**config.mk**
```make
export PLATFORM = sky130hd
export DESIGN_NAME = riscv_core
export DESIGN_NICKNAME = d
export VERILOG_FILES = /design/src/logic/riscv_ctrl_pkg.sv /design/src/logic/riscv_isa_pkg.sv /design/src/logic/riscv_core.sv /design/src/logic/riscv_dstage.sv /design/src/logic/riscv_estage.sv /design/src/logic/riscv_regfile.sv /design/src/logic/riscv_wbstage.sv
export VERILOG_INCLUDE_DIRS = /design/src /design/src/include
export SDC_FILE = /design/constraint.sdc
export NUM_CORES = 2
export LEC_CHECK = 0
export BUFFER_PORTS_ARGS = -buffer_cell sky130_fd_sc_hd__buf_2
export CORE_MARGIN = 2
export CORE_UTILIZATION = 40
export DETAILED_ROUTE_END_ITERATION = 12
export PLACE_DENSITY = 0.63
export REMOVE_ABC_BUFFERS = 1
export SLEW_MARGIN = 20
export SYNTH_ARGS = -nofsm -noshare
export SYNTH_HDL_FRONTEND = slang
export SYNTH_SLANG_ARGS = --single-unit
```
**constraint.sdc**
```tcl
create_clock -name i_riscv_core_clk -period 17.37 [get_ports i_riscv_core_clk]
set_clock_uncertainty 0.1 [all_clocks]
set_input_delay 3.474 -clock i_riscv_core_clk [delete_from_list [all_inputs] [get_ports i_riscv_core_clk]]
set_output_delay 3.474 -clock i_riscv_core_clk [all_outputs]
set_load 0.1 [all_outputs]
```
**src/include/riscv_config.svh**
```systemverilog
`ifndef RISCV_CONFIG_SVH
`define RISCV_CONFIG_SVH

// datapath, pc and register width
`define RISCV_XLEN 32

// architectural integer registers, x0 included
`define RISCV_NREGS 32

// first fetch address out of reset
`define RISCV_RESET_PC 32'h0000_0000

`endif

```
**src/logic/riscv_ctrl_pkg.sv**
```systemverilog
package riscv_ctrl_pkg;

  // write-back value source
  typedef enum logic [1:0] {
    RES_ALU = 2'd0,
    RES_PC4 = 2'd1,  // link value of jal
    RES_IMM = 2'd2   // lui
  } res_src_e;

  // operand source in execute
  typedef enum logic [1:0] {
    FWD_REG = 2'd0,  // value read in decode
    FWD_WB  = 2'd1   // value being written by the result stage
  } fwd_sel_e;

  // conditional branch kind
  typedef enum logic [1:0] {
    BR_NONE = 2'd0,
    BR_EQ   = 2'd1,
    BR_NE   = 2'd2
  } br_cond_e;

endpackage

```
**src/logic/riscv_isa_pkg.sv**
```systemverilog
package riscv_isa_pkg;

  // major opcodes kept in this subset
  typedef enum logic [6:0] {
    OPC_OP     = 7'b0110011,
    OPC_OP_IMM = 7'b0010011,
    OPC_LUI    = 7'b0110111,
    OPC_AUIPC  = 7'b0010111,
    OPC_JAL    = 7'b1101111,
    OPC_BRANCH = 7'b1100011
  } opcode_e;

  // funct3 of OP and OP_IMM
  typedef enum logic [2:0] {
    F3_ADD_SUB = 3'b000,
    F3_SLL     = 3'b001,
    F3_SLT     = 3'b010,
    F3_SLTU    = 3'b011,
    F3_XOR     = 3'b100,
    F3_SRL_SRA = 3'b101,
    F3_OR      = 3'b110,
    F3_AND     = 3'b111
  } funct3_e;

  // branch funct3, same codes as add/sll so kept out of the enum
  parameter logic [2:0] F3_BEQ = 3'b000;
  parameter logic [2:0] F3_BNE = 3'b001;

  typedef enum logic [3:0] {
    ALU_ADD,
    ALU_SUB,
    ALU_AND,
    ALU_OR,
    ALU_XOR,
    ALU_SLT,
    ALU_SLTU,
    ALU_SLL,
    ALU_SRL,
    ALU_SRA,
    ALU_PASS_B  // operand b straight through
  } alu_op_e;

endpackage

```
**src/logic/riscv_core.sv**
```systemverilog
`timescale 1ns/1ps
`include "riscv_config.svh"

module riscv_core (
  input  logic                   i_riscv_core_clk,
  input  logic                   i_arst_n,
  input  logic [31:0]            i_inst,
  output logic [`RISCV_XLEN-1:0] o_pc,
  output logic                   o_wb_en,
  output logic [4:0]             o_wb_rd,
  output logic [`RISCV_XLEN-1:0] o_wb_data
);

  // decode to regfile
  logic [4:0]               rs1_addr_d, rs2_addr_d;
  logic [`RISCV_XLEN-1:0]   rs1_data_d, rs2_data_d;
  // execute back to fetch
  logic                     redirect;
  logic [`RISCV_XLEN-1:0]   target;
  // decode/execute bundle
  logic                     valid_e, asel_e, bsel_e, jump_e, regw_e;
  logic [`RISCV_XLEN-1:0]   pc_e, rs1_data_e, rs2_data_e, imm_e;
  logic [4:0]               rs1_addr_e, rs2_addr_e, rd_e;
  riscv_isa_pkg::alu_op_e   alu_op_e;
  riscv_ctrl_pkg::res_src_e res_src_e;
  riscv_ctrl_pkg::br_cond_e br_cond_e;
  // result stage
  logic                     valid_r, regw_r;
  logic [4:0]               rd_r;
  riscv_ctrl_pkg::res_src_e res_src_r;
  logic [`RISCV_XLEN-1:0]   alu_r, pcplus4_r, imm_r;

  riscv_dstage u_riscv_dstage (
    .i_riscv_dstage_clk (i_riscv_core_clk),
    .i_arst_n           (i_arst_n),
    .i_inst             (i_inst),
    .i_redirect         (redirect),
    .i_target           (target),
    .o_pc               (o_pc),
    .o_rs1_addr         (rs1_addr_d),
    .o_rs2_addr         (rs2_addr_d),
    .i_rs1_data         (rs1_data_d),
    .i_rs2_data         (rs2_data_d),
    .o_valid_e          (valid_e),
    .o_pc_e             (pc_e),
    .o_rs1_addr_e       (rs1_addr_e),
    .o_rs2_addr_e       (rs2_addr_e),
    .o_rs1_data_e       (rs1_data_e),
    .o_rs2_data_e       (rs2_data_e),
    .o_rd_e             (rd_e),
    .o_imm_e            (imm_e),
    .o_alu_op_e         (alu_op_e),
    .o_asel_e           (asel_e),
    .o_bsel_e           (bsel_e),
    .o_res_src_e        (res_src_e),
    .o_br_cond_e        (br_cond_e),
    .o_jump_e           (jump_e),
    .o_regw_e           (regw_e)
  );

  riscv_estage u_riscv_estage (
    .i_riscv_estage_clk (i_riscv_core_clk),
    .i_arst_n           (i_arst_n),
    .i_valid            (valid_e),
    .i_pc               (pc_e),
    .i_rs1_addr         (rs1_addr_e),
    .i_rs2_addr         (rs2_addr_e),
    .i_rs1_data         (rs1_data_e),
    .i_rs2_data         (rs2_data_e),
    .i_rd               (rd_e),
    .i_imm              (imm_e),
    .i_alu_op           (alu_op_e),
    .i_asel             (asel_e),
    .i_bsel             (bsel_e),
    .i_res_src          (res_src_e),
    .i_br_cond          (br_cond_e),
    .i_jump             (jump_e),
    .i_regw             (regw_e),
    .i_wb_we            (o_wb_en),
    .i_wb_rd            (o_wb_rd),
    .i_wb_data          (o_wb_data),
    .o_redirect         (redirect),
    .o_target           (target),
    .o_valid_r          (valid_r),
    .o_regw_r           (regw_r),
    .o_rd_r             (rd_r),
    .o_res_src_r        (res_src_r),
    .o_alu_r            (alu_r),
    .o_pcplus4_r        (pcplus4_r),
    .o_imm_r            (imm_r)
  );

  riscv_wbstage u_riscv_wbstage (
    .i_valid            (valid_r),
    .i_regw             (regw_r),
    .i_rd               (rd_r),
    .i_res_src          (res_src_r),
    .i_alu              (alu_r),
    .i_pcplus4          (pcplus4_r),
    .i_imm              (imm_r),
    .o_we               (o_wb_en),
    .o_rd               (o_wb_rd),
    .o_data             (o_wb_data)
  );

  riscv_regfile u_riscv_regfile (
    .i_riscv_regfile_clk (i_riscv_core_clk),
    .i_arst_n            (i_arst_n),
    .i_rs1_addr          (rs1_addr_d),
    .i_rs2_addr          (rs2_addr_d),
    .o_rs1_data          (rs1_data_d),
    .o_rs2_data          (rs2_data_d),
    .i_we                (o_wb_en),
    .i_rd_addr           (o_wb_rd),
    .i_rd_data           (o_wb_data)
  );

endmodule

```
**src/logic/riscv_dstage.sv**
```systemverilog
`timescale 1ns/1ps
`include "riscv_config.svh"

module riscv_dstage (
  input  logic                          i_riscv_dstage_clk,
  input  logic                          i_arst_n,
  input  logic [31:0]                   i_inst,
  input  logic                          i_redirect,
  input  logic [`RISCV_XLEN-1:0]        i_target,
  output logic [`RISCV_XLEN-1:0]        o_pc,
  output logic [4:0]                    o_rs1_addr,
  output logic [4:0]                    o_rs2_addr,
  input  logic [`RISCV_XLEN-1:0]        i_rs1_data,
  input  logic [`RISCV_XLEN-1:0]        i_rs2_data,
  output logic                          o_valid_e,
  output logic [`RISCV_XLEN-1:0]        o_pc_e,
  output logic [4:0]                    o_rs1_addr_e,
  output logic [4:0]                    o_rs2_addr_e,
  output logic [`RISCV_XLEN-1:0]        o_rs1_data_e,
  output logic [`RISCV_XLEN-1:0]        o_rs2_data_e,
  output logic [4:0]                    o_rd_e,
  output logic [`RISCV_XLEN-1:0]        o_imm_e,
  output riscv_isa_pkg::alu_op_e        o_alu_op_e,
  output logic                          o_asel_e,
  output logic                          o_bsel_e,
  output riscv_ctrl_pkg::res_src_e      o_res_src_e,
  output riscv_ctrl_pkg::br_cond_e      o_br_cond_e,
  output logic                          o_jump_e,
  output logic                          o_regw_e
);

  localparam logic [`RISCV_XLEN-1:0] PC_STEP = 4;

  logic [`RISCV_XLEN-1:0]   pc_f;
  logic [`RISCV_XLEN-1:0]   pc_d;
  logic [31:0]              inst_d;
  logic                     valid_d;
  logic [6:0]               funct7;
  logic [`RISCV_XLEN-1:0]   imm_i, imm_u, imm_b, imm_j;
  riscv_isa_pkg::opcode_e   opcode;
  riscv_isa_pkg::funct3_e   funct3;
  logic                     legal;
  logic                     regw, jump, asel, bsel;
  riscv_isa_pkg::alu_op_e   alu_op;
  riscv_ctrl_pkg::res_src_e res_src;
  riscv_ctrl_pkg::br_cond_e br_cond;
  logic [`RISCV_XLEN-1:0]   imm;

  // shared by OP and OP_IMM, alt picks sub or sra
  function automatic riscv_isa_pkg::alu_op_e alu_decode(input riscv_isa_pkg::funct3_e f3,
                                                        input logic alt);
    riscv_isa_pkg::alu_op_e op;
    case (f3)
      riscv_isa_pkg::F3_ADD_SUB: op = alt ? riscv_isa_pkg::ALU_SUB : riscv_isa_pkg::ALU_ADD;
      riscv_isa_pkg::F3_SLL:     op = riscv_isa_pkg::ALU_SLL;
      riscv_isa_pkg::F3_SLT:     op = riscv_isa_pkg::ALU_SLT;
      riscv_isa_pkg::F3_SLTU:    op = riscv_isa_pkg::ALU_SLTU;
      riscv_isa_pkg::F3_XOR:     op = riscv_isa_pkg::ALU_XOR;
      riscv_isa_pkg::F3_SRL_SRA: op = alt ? riscv_isa_pkg::ALU_SRA : riscv_isa_pkg::ALU_SRL;
      riscv_isa_pkg::F3_OR:      op = riscv_isa_pkg::ALU_OR;
      default:                   op = riscv_isa_pkg::ALU_AND;
    endcase
    return op;
  endfunction

  assign o_pc       = pc_f;
  assign o_rs1_addr = inst_d[19:15];
  assign o_rs2_addr = inst_d[24:20];
  assign funct7     = inst_d[31:25];

  // immediate formats
  assign imm_i = {{(`RISCV_XLEN-12){inst_d[31]}}, inst_d[31:20]};
  assign imm_u = {inst_d[31:12], 12'b0};
  assign imm_b = {{(`RISCV_XLEN-13){inst_d[31]}}, inst_d[31], inst_d[7], inst_d[30:25],
                  inst_d[11:8], 1'b0};
  assign imm_j = {{(`RISCV_XLEN-21){inst_d[31]}}, inst_d[31], inst_d[19:12], inst_d[20],
                  inst_d[30:21], 1'b0};

  always_comb begin
    opcode  = riscv_isa_pkg::opcode_e'(inst_d[6:0]);
    funct3  = riscv_isa_pkg::funct3_e'(inst_d[14:12]);
    legal   = 1'b1;
    regw    = 1'b0;
    jump    = 1'b0;
    asel    = 1'b0;  // rs1
    bsel    = 1'b0;  // rs2
    alu_op  = riscv_isa_pkg::ALU_ADD;
    res_src = riscv_ctrl_pkg::RES_ALU;
    br_cond = riscv_ctrl_pkg::BR_NONE;
    imm     = imm_i;
    case (opcode)
      riscv_isa_pkg::OPC_OP: begin
        regw   = 1'b1;
        alu_op = alu_decode(funct3, inst_d[30]);
        legal  = (funct7 == 7'b0000000) ||
                 ((funct7 == 7'b0100000) && ((funct3 == riscv_isa_pkg::F3_ADD_SUB) ||
                                             (funct3 == riscv_isa_pkg::F3_SRL_SRA)));
      end
      riscv_isa_pkg::OPC_OP_IMM: begin
        regw   = 1'b1;
        bsel   = 1'b1;
        alu_op = alu_decode(funct3, inst_d[30] & (funct3 == riscv_isa_pkg::F3_SRL_SRA));
        if (funct3 == riscv_isa_pkg::F3_SLL) begin
          legal = (funct7 == 7'b0000000);
        end else if (funct3 == riscv_isa_pkg::F3_SRL_SRA) begin
          legal = (funct7 == 7'b0000000) || (funct7 == 7'b0100000);
        end
      end
      riscv_isa_pkg::OPC_LUI: begin
        regw    = 1'b1;
        bsel    = 1'b1;
        imm     = imm_u;
        alu_op  = riscv_isa_pkg::ALU_PASS_B;
        res_src = riscv_ctrl_pkg::RES_IMM;
      end
      riscv_isa_pkg::OPC_AUIPC: begin
        regw = 1'b1;
        asel = 1'b1;  // own pc
        bsel = 1'b1;
        imm  = imm_u;
      end
      riscv_isa_pkg::OPC_JAL: begin
        regw    = 1'b1;
        jump    = 1'b1;
        imm     = imm_j;
        res_src = riscv_ctrl_pkg::RES_PC4;  // link
      end
      riscv_isa_pkg::OPC_BRANCH: begin
        imm = imm_b;
        if (inst_d[14:12] == riscv_isa_pkg::F3_BEQ) begin
          br_cond = riscv_ctrl_pkg::BR_EQ;
        end else if (inst_d[14:12] == riscv_isa_pkg::F3_BNE) begin
          br_cond = riscv_ctrl_pkg::BR_NE;
        end else begin
          legal = 1'b0;
        end
      end
      default: legal = 1'b0;
    endcase
    if (!legal) begin
      regw = 1'b0;  // unsupported word retires as a bubble
    end
  end

  // pc and valid flags, a redirect kills both younger slots
  always_ff @(posedge i_riscv_dstage_clk or negedge i_arst_n) begin
    if (!i_arst_n) begin
      pc_f      <= `RISCV_RESET_PC;
      valid_d   <= 1'b0;
      o_valid_e <= 1'b0;
    end else begin
      pc_f      <= i_redirect ? i_target : pc_f + PC_STEP;
      valid_d   <= ~i_redirect;
      o_valid_e <= valid_d & legal & ~i_redirect;
    end
  end

  always_ff @(posedge i_riscv_dstage_clk) begin
    inst_d       <= i_inst;
    pc_d         <= pc_f;
    o_pc_e       <= pc_d;
    o_rs1_addr_e <= o_rs1_addr;
    o_rs2_addr_e <= o_rs2_addr;
    o_rs1_data_e <= i_rs1_data;
    o_rs2_data_e <= i_rs2_data;
    o_rd_e       <= inst_d[11:7];
    o_imm_e      <= imm;
    o_alu_op_e   <= alu_op;
    o_asel_e     <= asel;
    o_bsel_e     <= bsel;
    o_res_src_e  <= res_src;
    o_br_cond_e  <= br_cond;
    o_jump_e     <= jump;
    o_regw_e     <= regw;
  end

endmodule

```
**src/logic/riscv_estage.sv**
```systemverilog
`timescale 1ns/1ps
`include "riscv_config.svh"

module riscv_estage (
  input  logic                     i_riscv_estage_clk,
  input  logic                     i_arst_n,
  input  logic                     i_valid,
  input  logic [`RISCV_XLEN-1:0]   i_pc,
  input  logic [4:0]               i_rs1_addr,
  input  logic [4:0]               i_rs2_addr,
  input  logic [`RISCV_XLEN-1:0]   i_rs1_data,
  input  logic [`RISCV_XLEN-1:0]   i_rs2_data,
  input  logic [4:0]               i_rd,
  input  logic [`RISCV_XLEN-1:0]   i_imm,
  input  riscv_isa_pkg::alu_op_e   i_alu_op,
  input  logic                     i_asel,
  input  logic                     i_bsel,
  input  riscv_ctrl_pkg::res_src_e i_res_src,
  input  riscv_ctrl_pkg::br_cond_e i_br_cond,
  input  logic                     i_jump,
  input  logic                     i_regw,
  input  logic                     i_wb_we,
  input  logic [4:0]               i_wb_rd,
  input  logic [`RISCV_XLEN-1:0]   i_wb_data,
  output logic                     o_redirect,
  output logic [`RISCV_XLEN-1:0]   o_target,
  output logic                     o_valid_r,
  output logic                     o_regw_r,
  output logic [4:0]               o_rd_r,
  output riscv_ctrl_pkg::res_src_e o_res_src_r,
  output logic [`RISCV_XLEN-1:0]   o_alu_r,
  output logic [`RISCV_XLEN-1:0]   o_pcplus4_r,
  output logic [`RISCV_XLEN-1:0]   o_imm_r
);

  localparam int SHW = $clog2(`RISCV_XLEN);
  localparam logic [`RISCV_XLEN-1:0] PC_STEP = 4;

  riscv_ctrl_pkg::fwd_sel_e fwd_a, fwd_b;
  logic [`RISCV_XLEN-1:0]   rs1_val, rs2_val;
  logic [`RISCV_XLEN-1:0]   op_a, op_b;
  logic [`RISCV_XLEN-1:0]   alu;
  logic [SHW-1:0]           shamt;
  logic                     eq;

  // only the result stage can be ahead of execute
  assign fwd_a = (i_wb_we && (i_wb_rd == i_rs1_addr) && (i_rs1_addr != 5'd0)) ?
                 riscv_ctrl_pkg::FWD_WB : riscv_ctrl_pkg::FWD_REG;
  assign fwd_b = (i_wb_we && (i_wb_rd == i_rs2_addr) && (i_rs2_addr != 5'd0)) ?
                 riscv_ctrl_pkg::FWD_WB : riscv_ctrl_pkg::FWD_REG;

  assign rs1_val = (fwd_a == riscv_ctrl_pkg::FWD_WB) ? i_wb_data : i_rs1_data;
  assign rs2_val = (fwd_b == riscv_ctrl_pkg::FWD_WB) ? i_wb_data : i_rs2_data;

  assign op_a  = i_asel ? i_pc : rs1_val;   // auipc uses its own pc
  assign op_b  = i_bsel ? i_imm : rs2_val;
  assign shamt = op_b[SHW-1:0];

  always_comb begin
    case (i_alu_op)
      riscv_isa_pkg::ALU_ADD:  alu = op_a + op_b;
      riscv_isa_pkg::ALU_SUB:  alu = op_a - op_b;
      riscv_isa_pkg::ALU_AND:  alu = op_a & op_b;
      riscv_isa_pkg::ALU_OR:   alu = op_a | op_b;
      riscv_isa_pkg::ALU_XOR:  alu = op_a ^ op_b;
      riscv_isa_pkg::ALU_SLT:  alu = {{(`RISCV_XLEN-1){1'b0}}, $signed(op_a) < $signed(op_b)};
      riscv_isa_pkg::ALU_SLTU: alu = {{(`RISCV_XLEN-1){1'b0}}, op_a < op_b};
      riscv_isa_pkg::ALU_SLL:  alu = op_a << shamt;
      riscv_isa_pkg::ALU_SRL:  alu = op_a >> shamt;
      riscv_isa_pkg::ALU_SRA:  alu = $signed(op_a) >>> shamt;
      default:                 alu = op_b;  // pass_b
    endcase
  end

  // branch compare always on the register operands
  assign eq = (rs1_val == rs2_val);

  assign o_redirect = i_valid & (i_jump |
                      ((i_br_cond == riscv_ctrl_pkg::BR_EQ) & eq) |
                      ((i_br_cond == riscv_ctrl_pkg::BR_NE) & ~eq));
  assign o_target   = i_pc + i_imm;  // pc-relative for jal and branches

  always_ff @(posedge i_riscv_estage_clk or negedge i_arst_n) begin
    if (!i_arst_n) begin
      o_valid_r <= 1'b0;
    end else begin
      o_valid_r <= i_valid;
    end
  end

  always_ff @(posedge i_riscv_estage_clk) begin
    o_regw_r    <= i_regw;
    o_rd_r      <= i_rd;
    o_res_src_r <= i_res_src;
    o_alu_r     <= alu;
    o_pcplus4_r <= i_pc + PC_STEP;
    o_imm_r     <= i_imm;
  end

endmodule

```
**src/logic/riscv_regfile.sv**
```systemverilog
`timescale 1ns/1ps
`include "riscv_config.svh"

module riscv_regfile (
  input  logic                   i_riscv_regfile_clk,
  input  logic                   i_arst_n,
  input  logic [4:0]             i_rs1_addr,
  input  logic [4:0]             i_rs2_addr,
  output logic [`RISCV_XLEN-1:0] o_rs1_data,
  output logic [`RISCV_XLEN-1:0] o_rs2_data,
  input  logic                   i_we,
  input  logic [4:0]             i_rd_addr,
  input  logic [`RISCV_XLEN-1:0] i_rd_data
);

  logic [`RISCV_XLEN-1:0] regs [`RISCV_NREGS];

  always_ff @(posedge i_riscv_regfile_clk or negedge i_arst_n) begin
    if (!i_arst_n) begin
      for (int i = 0; i < `RISCV_NREGS; i++) begin
        regs[i] <= '0;
      end
    end else if (i_we && (i_rd_addr != 5'd0)) begin  // x0 never written
      regs[i_rd_addr] <= i_rd_data;
    end
  end

  // write-through so decode sees the value retiring this cycle
  assign o_rs1_data = (i_rs1_addr == 5'd0) ? '0 :
                      (i_we && (i_rd_addr == i_rs1_addr)) ? i_rd_data : regs[i_rs1_addr];
  assign o_rs2_data = (i_rs2_addr == 5'd0) ? '0 :
                      (i_we && (i_rd_addr == i_rs2_addr)) ? i_rd_data : regs[i_rs2_addr];

endmodule

```
**src/logic/riscv_wbstage.sv**
```systemverilog
`timescale 1ns/1ps
`include "riscv_config.svh"

module riscv_wbstage (
  input  logic                     i_valid,
  input  logic                     i_regw,
  input  logic [4:0]               i_rd,
  input  riscv_ctrl_pkg::res_src_e i_res_src,
  input  logic [`RISCV_XLEN-1:0]   i_alu,
  input  logic [`RISCV_XLEN-1:0]   i_pcplus4,
  input  logic [`RISCV_XLEN-1:0]   i_imm,
  output logic                     o_we,
  output logic [4:0]               o_rd,
  output logic [`RISCV_XLEN-1:0]   o_data
);

  // x0 targets never reach the write port or the forward path
  assign o_we = i_valid & i_regw & (i_rd != 5'd0);
  assign o_rd = i_rd;

  always_comb begin
    case (i_res_src)
      riscv_ctrl_pkg::RES_PC4: o_data = i_pcplus4;  // jal link
      riscv_ctrl_pkg::RES_IMM: o_data = i_imm;      // lui
      default:                 o_data = i_alu;
    endcase
  end

endmodule

```
Word-level counts from Yosys, hierarchy flattened
Cells that the tools add are included.
{"block": "word_totals", "in_bits": 34, "word_cells": 190, "reg_bits": 1382}
{"block": "op_classes", "eq_ne": 33, "n_reduce_logical": 25, "muxes": 40, "shift": 3, "bitwise_logic": 19, "n_addsub": 5, "magnitude_cmp": 6}
{"op": "bitwise mux 1024 bit", "count": 1}
{"op": "2-to-1 mux 32 bit", "count": 12}
{"op": "binary-select mux 32 bit (select 5 bit)", "count": 2}
{"op": "one-hot mux 32 bit (10 select lines)", "count": 1}
{"op": "demux 32 bit (select 5 bit)", "count": 1}
{"op": "one-hot mux 31 bit (3 select lines)", "count": 1}
{"op": "adder 32 x 3 -> 32 bit (second input constant)", "count": 2}
{"op": "adder 32 bit", "count": 2}
{"op": "less-than comparator 32 bit", "count": 2}
{"op": "one-hot mux 32 bit (2 select lines)", "count": 1}
{"op": "one-hot mux 4 bit (7 select lines)", "count": 2}
{"op": "AND 32 bit", "count": 1}
{"op": "== test 32 bit", "count": 1}
{"op": "bitwise OR 32 bit", "count": 1}
{"op": "left shift 32 x 5 -> 32 bit", "count": 1}
{"op": ">> shifter 32 x 5 -> 32 bit", "count": 1}
{"op": ">>> shifter 32 x 5 -> 32 bit", "count": 1}
{"op": "subtractor 32 bit", "count": 1}
{"op": "bitwise XOR 32 bit", "count": 1}
{"op": "== test 7 x 6 -> 1 bit (second input constant)", "count": 3}
{"op": "== test 5 bit", "count": 4}
{"op": "greater-or-equal comparator 6 bit (second input constant)", "count": 3}
{"op": "NOT 5 -> 6 bit", "count": 3}
{"op": "== test 4 x 3 -> 1 bit (second input constant)", "count": 4}
{"op": "29 further kinds", "count": 79}

Logic depth before layout (Yosys ltp)
{"block": "logic_depth", "ltp_word": 14, "mapped_depth": 27, "depth_no_buf": 22}

Modules after synthesis
A second synthesis with hierarchy kept.
{"block": "unflattened", "hier_cells": 6832, "hier_area_um2": 79218.5}
{"mod": "riscv_regfile", "seq_area_each_um2": 25624.6, "cells_per_inst": 3792, "instances": 1, "area_each_um2": 54798.8}
{"mod": "riscv_estage", "seq_area_each_um2": 2107.0, "cells_per_inst": 2407, "instances": 1, "area_each_um2": 16833.6}
{"mod": "riscv_dstage", "seq_area_each_um2": 5235.0, "cells_per_inst": 513, "instances": 1, "area_each_um2": 6919.1}
{"mod": "riscv_wbstage", "seq_area_each_um2": 0.0, "cells_per_inst": 120, "instances": 1, "area_each_um2": 666.9}

Worst setup path before layout
Ideal clock, no wire load.
{"block": "synth_timing", "kind": "register -> register", "start": "register u_riscv_estage.o_rd_r[0]", "end": "register u_riscv_estage.o_alu_r[19]", "path_buffers": 7, "required_ns": 17.148, "arrival_time_ns": 7.085, "period_less_slack_ns": 7.307, "setup_slack_ns": 10.063, "setup_ns": 0.122, "path_stages_with_launch": 23, "cell_sequence": "dfxtp_1 > buf_2 > nor2_1 > a21o_1 > inv_1 > clkbuf_1 > nand4_1 > a31oi_2 > buf_2 > buf_2 > buf_1 > clkbuf_1 > ha_1 > clkbuf_1 > o21ba_2 > a2111oi_0 > nand2_1 > o31a_1 > o21ai_0 > nor2_1 > xnor2_1 > a221o_1 > o32a_1"}
{"block": "synth_between", "elab_chain_cells": 10}
{"item": "start: declaration", "line": "riscv_estage.sv:29", "source": "output logic [4:0] o_rd_r,"}
{"item": "start signal: assignment", "line": "riscv_estage.sv:93", "source": "o_rd_r <= i_rd;"}
{"item": "nonzero test 5 bit (*)", "line": "riscv_wbstage.sv:18", "source": "assign o_we = i_valid & i_regw & (i_rd != 5'd0);"}
{"item": "AND 1 bit (*)", "line": "riscv_wbstage.sv:18"}
{"item": "via o_wb_en", "line": "riscv_core.sv:9", "source": "output logic o_wb_en,"}
{"item": "logical AND 1 bit, on equally long branches (2 in series)", "line": "riscv_estage.sv:47, riscv_estage.sv:49"}
{"item": "2-to-1 mux 1 bit, on equally long branches", "line": "riscv_estage.sv:47, riscv_estage.sv:49"}
{"item": "== test 2 x 1 -> 1 bit, on equally long branches", "line": "riscv_estage.sv:52, riscv_estage.sv:53"}
{"item": "2-to-1 mux 32 bit, on equally long branches", "line": "riscv_estage.sv:52, riscv_estage.sv:53"}
{"item": "2-to-1 mux 32 bit, on equally long branches", "line": "riscv_estage.sv:55, riscv_estage.sv:56"}
{"item": "subtractor 32 bit, or another cell as far along", "line": "riscv_estage.sv:62", "source": "riscv_isa_pkg::ALU_SUB: alu = op_a - op_b;"}
{"item": "one-hot mux 32 bit (10 select lines) (*)", "line": "riscv_estage.sv:60", "source": "case (i_alu_op)"}
{"item": "via u_riscv_estage.alu[19]", "line": "riscv_estage.sv:42", "source": "logic [`RISCV_XLEN-1:0] alu;"}
{"item": "end signal: assignment", "line": "riscv_estage.sv:95", "source": "o_alu_r <= alu;"}
{"item": "end: declaration", "line": "riscv_estage.sv:31", "source": "output logic [`RISCV_XLEN-1:0] o_alu_r,"}
The timed path passes the listed nets; every way through them passes the cells marked *.
A chain may end at the register's enable or synchronous reset.

Worst setup path after layout
{"block": "layout_timing", "start": "register u_riscv_estage.o_res_src_r[0]", "end": "output port o_wb_data[11]"}
{"block": "layout_between", "elab_chain_cells": 2}
{"item": "start: declaration", "line": "riscv_estage.sv:30", "source": "output riscv_ctrl_pkg::res_src_e o_res_src_r,"}
{"item": "start signal: assignment", "line": "riscv_estage.sv:94", "source": "o_res_src_r <= i_res_src;"}
{"item": "== test 2 bit / == test 2 x 1 -> 1 bit (equally long branches)", "line": "riscv_wbstage.sv:22", "source": "case (i_res_src)"}
{"item": "one-hot mux 32 bit (2 select lines) (*)", "line": "riscv_wbstage.sv:22"}
{"item": "end: declaration", "line": "riscv_core.sv:11", "source": "output logic [`RISCV_XLEN-1:0] o_wb_data"}
Mark *: on every way between the ends. The rest lies on a longest branch, timed or not.

==> impl_metrics.toml <==
[timing]
slew_headroom_pct = 19.2
tightest_slew_ns = 1.21
finalHoldViolCount = 0
rsz0062_at_grt = "false"
fmax_mhz = 135
maxSlewViolCount = 0
finalSetupTns_ns = 0
period_minus_slack_ns = 7.41
final-setup-viol-count = 0
post-route-period-util_pct = 42.6

[drt]
detail_route.vias_per_cell = 6.23
antenna_left = 0
drcViolationCount = 0
wl_per_cell_um = 28.3
vias = 58900
drt_iter0_drc = 7274
routed_wl_mm = 267
dr.pass1.iters = 6

[synthesis]
synth_common_cells = "nand2_1 (1215), o21ai_0 (1133), dfrtp_1 (1059), mux4_2 (640), clkbuf_1 (550)"
ys_async_sr_fraction_pct = 76.6
synth_compound_area_share_pct = 14.6
ys_types = 93
synth_mux_area_share_pct = 23.1
synth_edf_count = 0
synthXorXnorAreaFrac_pct = 2.00
synth_top_family_by_area = "multiplexers"
synth_area_sq_um = 75100
synth_warnings = 0
avgSynthCellArea_sq_um = 10.6
yosys.area_share.simple_pct = 9.96
syn_inst = 7099
yosysTopAreaCell = "dfrtp_1"
synth.most_common_cell = "nand2_1"
synth_area_leaders = "dfrtp_1 (35%), mux4_2 (19%), dfxtp_1 (8.6%)"
yosys_register_bits = 1382
netlist.area_leader.share_pct = 35.3
synthFlopType = "dfrtp_1"
synth_seq_area_share_pct = 43.9
synth_fa_ha_area_share_pct = 2.31

[die]
die_w_um = 437
die_y_um = 437
core_sq_um = 187000
initial_core_util_pct = 40.1
boundaryPins = 104
rows = 159
die_area_sq_um = 191000

[cts]
clkTransAtPathRegs_ns = 0.06
clk_latency_ns = 0.82
cts_hold_buf = 0
cts_root_buffer = "clkbuf_16"
post-cts-setup-buffer-count = 0
cts_buffers = 151
clockBufferDepth = 3
cts_tree = "built"
cts_num_sinks = 1382
cts-resized-gates = 0
h-tree-depth = 4

[global_routing]
grt_pass1_wl_mm = 394
grt-ovfl-total = 0
grt_max_degree = 170
grt.total_usage_pct = 27.6
grt_pass1_vias = 57900
antenna_found_initial = 7

[setup_path]
cp_slowest_stage_delay_ns = 0.94
worstPathCellList = "inv_1, ha_2, buf_4, o21a_1, inv_1, buf_2"
cp_slowest_cell = "o21a_1"
required_ns = 13.80
cp.arrival_ns = 3.83
crit_family = "buffers and inverters"
critPathKind = "flip-flop to output pin"
cp_num_buf_inv = 4
path_max_fanout = 58
cp-end-kind = "output pin"
critPathMostFrequentCell = "inv_1"
cp-start-kind = "flip-flop"

[worst_hold_path]
hp-class = "flip-flop to flip-flop"

[placed_design]
place.gp.congestion = 1.00
placed_cell_area_sq_um = 77700
dp.final_hpwl_mm = 169
io_buffers = 103

[layout]
area_growth_pct = 10.5
fillers = 17300
drive_gt1_share_pct = 17.8
finalNetCount = 7006
stdcell_area_sq_um = 83000

[pwr]
powerDensity_nw_per_um2 = 85.8
p_leak_uw = 0.0354
ir_drop_mv = 0.114

[job]
drv_cap = 0

[status]
status = "finished clean"
layout make-up:
cell class                      instances  area [sq um]  share of cell area (%)
Inverter                              154           578                   0.697
Clock buffer                          216          4320                    5.20
Tap cell                             2495          3120                    3.76
Antenna cell                            4          10.0                  0.0121
Clock inverter                         62           872                    1.05
Multi-Input combinational cell       4908         39400                    47.5
Timing Repair Buffer                  238          1660                    2.01
Sequential cell                      1382         33000                    39.8
routing by layer:
metal | global-route usage (%) | wire length [um]
met5 | 0 | 0
met4 | 14.1 | 14900
met3 | 5.24 | 24000
met2 | 43.6 | 124000
met1 | 36.4 | 105000
state kept, by name (all words and copies together), names as in the netlist, 32 cells and up:
signal and flops:
u_riscv_dstage.inst_d 32, u_riscv_dstage.o_imm_e 32, u_riscv_dstage.o_pc 32, u_riscv_dstage.o_pc_e 32, u_riscv_dstage.o_rs1_data_e 32, u_riscv_dstage.o_rs2_data_e 32
u_riscv_dstage.pc_d 32, u_riscv_estage.o_alu_r 32, u_riscv_estage.o_imm_r 32, u_riscv_estage.o_pcplus4_r 32, u_riscv_regfile.regs 1024
stage by stage:
step	setup slack, ns	cells	utilization [%]	hold slack (ns)	power (uW)
floorplan	4.71	6444	-	0.210	3630
global placement	9.90	9172	41.5	0.211	3780
detailed placement	9.84	9177	41.5	0.212	3780
CTS	9.78	9455	44.3	0.217	7160
global route	9.71	9456	44.3	0.228	7310
finish	9.96	9459	44.3	0.221	7120
layout by cell type, fill, tap and decap left out, types with 30 or more instances in the layout:
master | Yosys | routed
a211oi_1 | 87 | 87
nand4_1 | 38 | 38
buf_2 | 29 | 102
xnor2_1 | 96 | 96
xor2_1 | 74 | 74
dfrtp_1 | 1059 | 1059
mux2i_1 | 265 | 265
nor3_1 | 57 | 54
a21o_1 | 55 | 55
dfxtp_1 | 323 | 313
clkbuf_16 | 0 | 154
o21ai_0 | 1133 | 1132
nand2_4 | 0 | 30
o211ai_1 | 35 | 35
ha_1 | 134 | 133
inv_1 | 146 | 145
buf_4 | 4 | 121
a22oi_1 | 43 | 43
mux4_2 | 640 | 640
clkbuf_1 | 550 | 39
nand2_1 | 1215 | 1184
nor2_1 | 303 | 300
nand3_1 | 56 | 56
a21oi_1 | 199 | 199
cells by family (layout without fill, tap and decap cells):
| group | after synthesis | count (layout) |
|---|---|---|
| other cells | 0 | 4 |
| compound gates | 1861 | 1861 |
| xor+xnor | 171 | 171 |
| simple gates | 1811 | 1811 |
| buf+inv | 809 | 670 |
| fa+ha+maj | 137 | 137 |
| mux | 928 | 928 |
| flops | 1382 | 1382 |
worst register-to-register path: cells and delay by family (launching register included):
| kind | cells | cell delay, ns |
|---|---|---|
| compound gates | 10 | 2.84 |
| fa+ha+maj | 1 | 0.48 |
| buf+inv | 3 | 0.55 |
| flops | 1 | 0.53 |
| mux | 1 | 0.81 |
| simple gates | 4 | 1.81 |
final timing paths:
path / from / end / slack (ns) / cells past startpoint
worst max-delay path: u_riscv_estage.o_res_src_r[0] / o_wb_data[11] / 9.96 / 6
worst min-delay path: u_riscv_dstage.pc_d[16] / u_riscv_dstage.o_pc_e[16] / 0.22 / 0
worst max register to register: u_riscv_estage.o_rd_r[2] / u_riscv_estage.o_alu_r[24] / 10.14 / 19
worst min register to register: u_riscv_dstage.pc_d[16] / u_riscv_dstage.o_pc_e[16] / 0.22 / 0
max in group asynchronous: i_arst_n / u_riscv_regfile.regs[366] / 11.29 / 4
min in group asynchronous: i_arst_n / u_riscv_regfile.regs[378] / 2.64 / 1
power by group:
| group | switching (uW) | leakage (uW) | total [uW] | internal, uW |
|---|---|---|---|---|
| registers | 62.8 | 0.0174 | 3300 | 3240 |
| logic | 291 | 0.0154 | 422 | 131 |
| clock network | 1410 | 0.00255 | 3400 | 1990 |
| total | 1770 | 0.0354 | 7120 | 5360 |
Note: power is estimated with default switching activity, not from simulation.
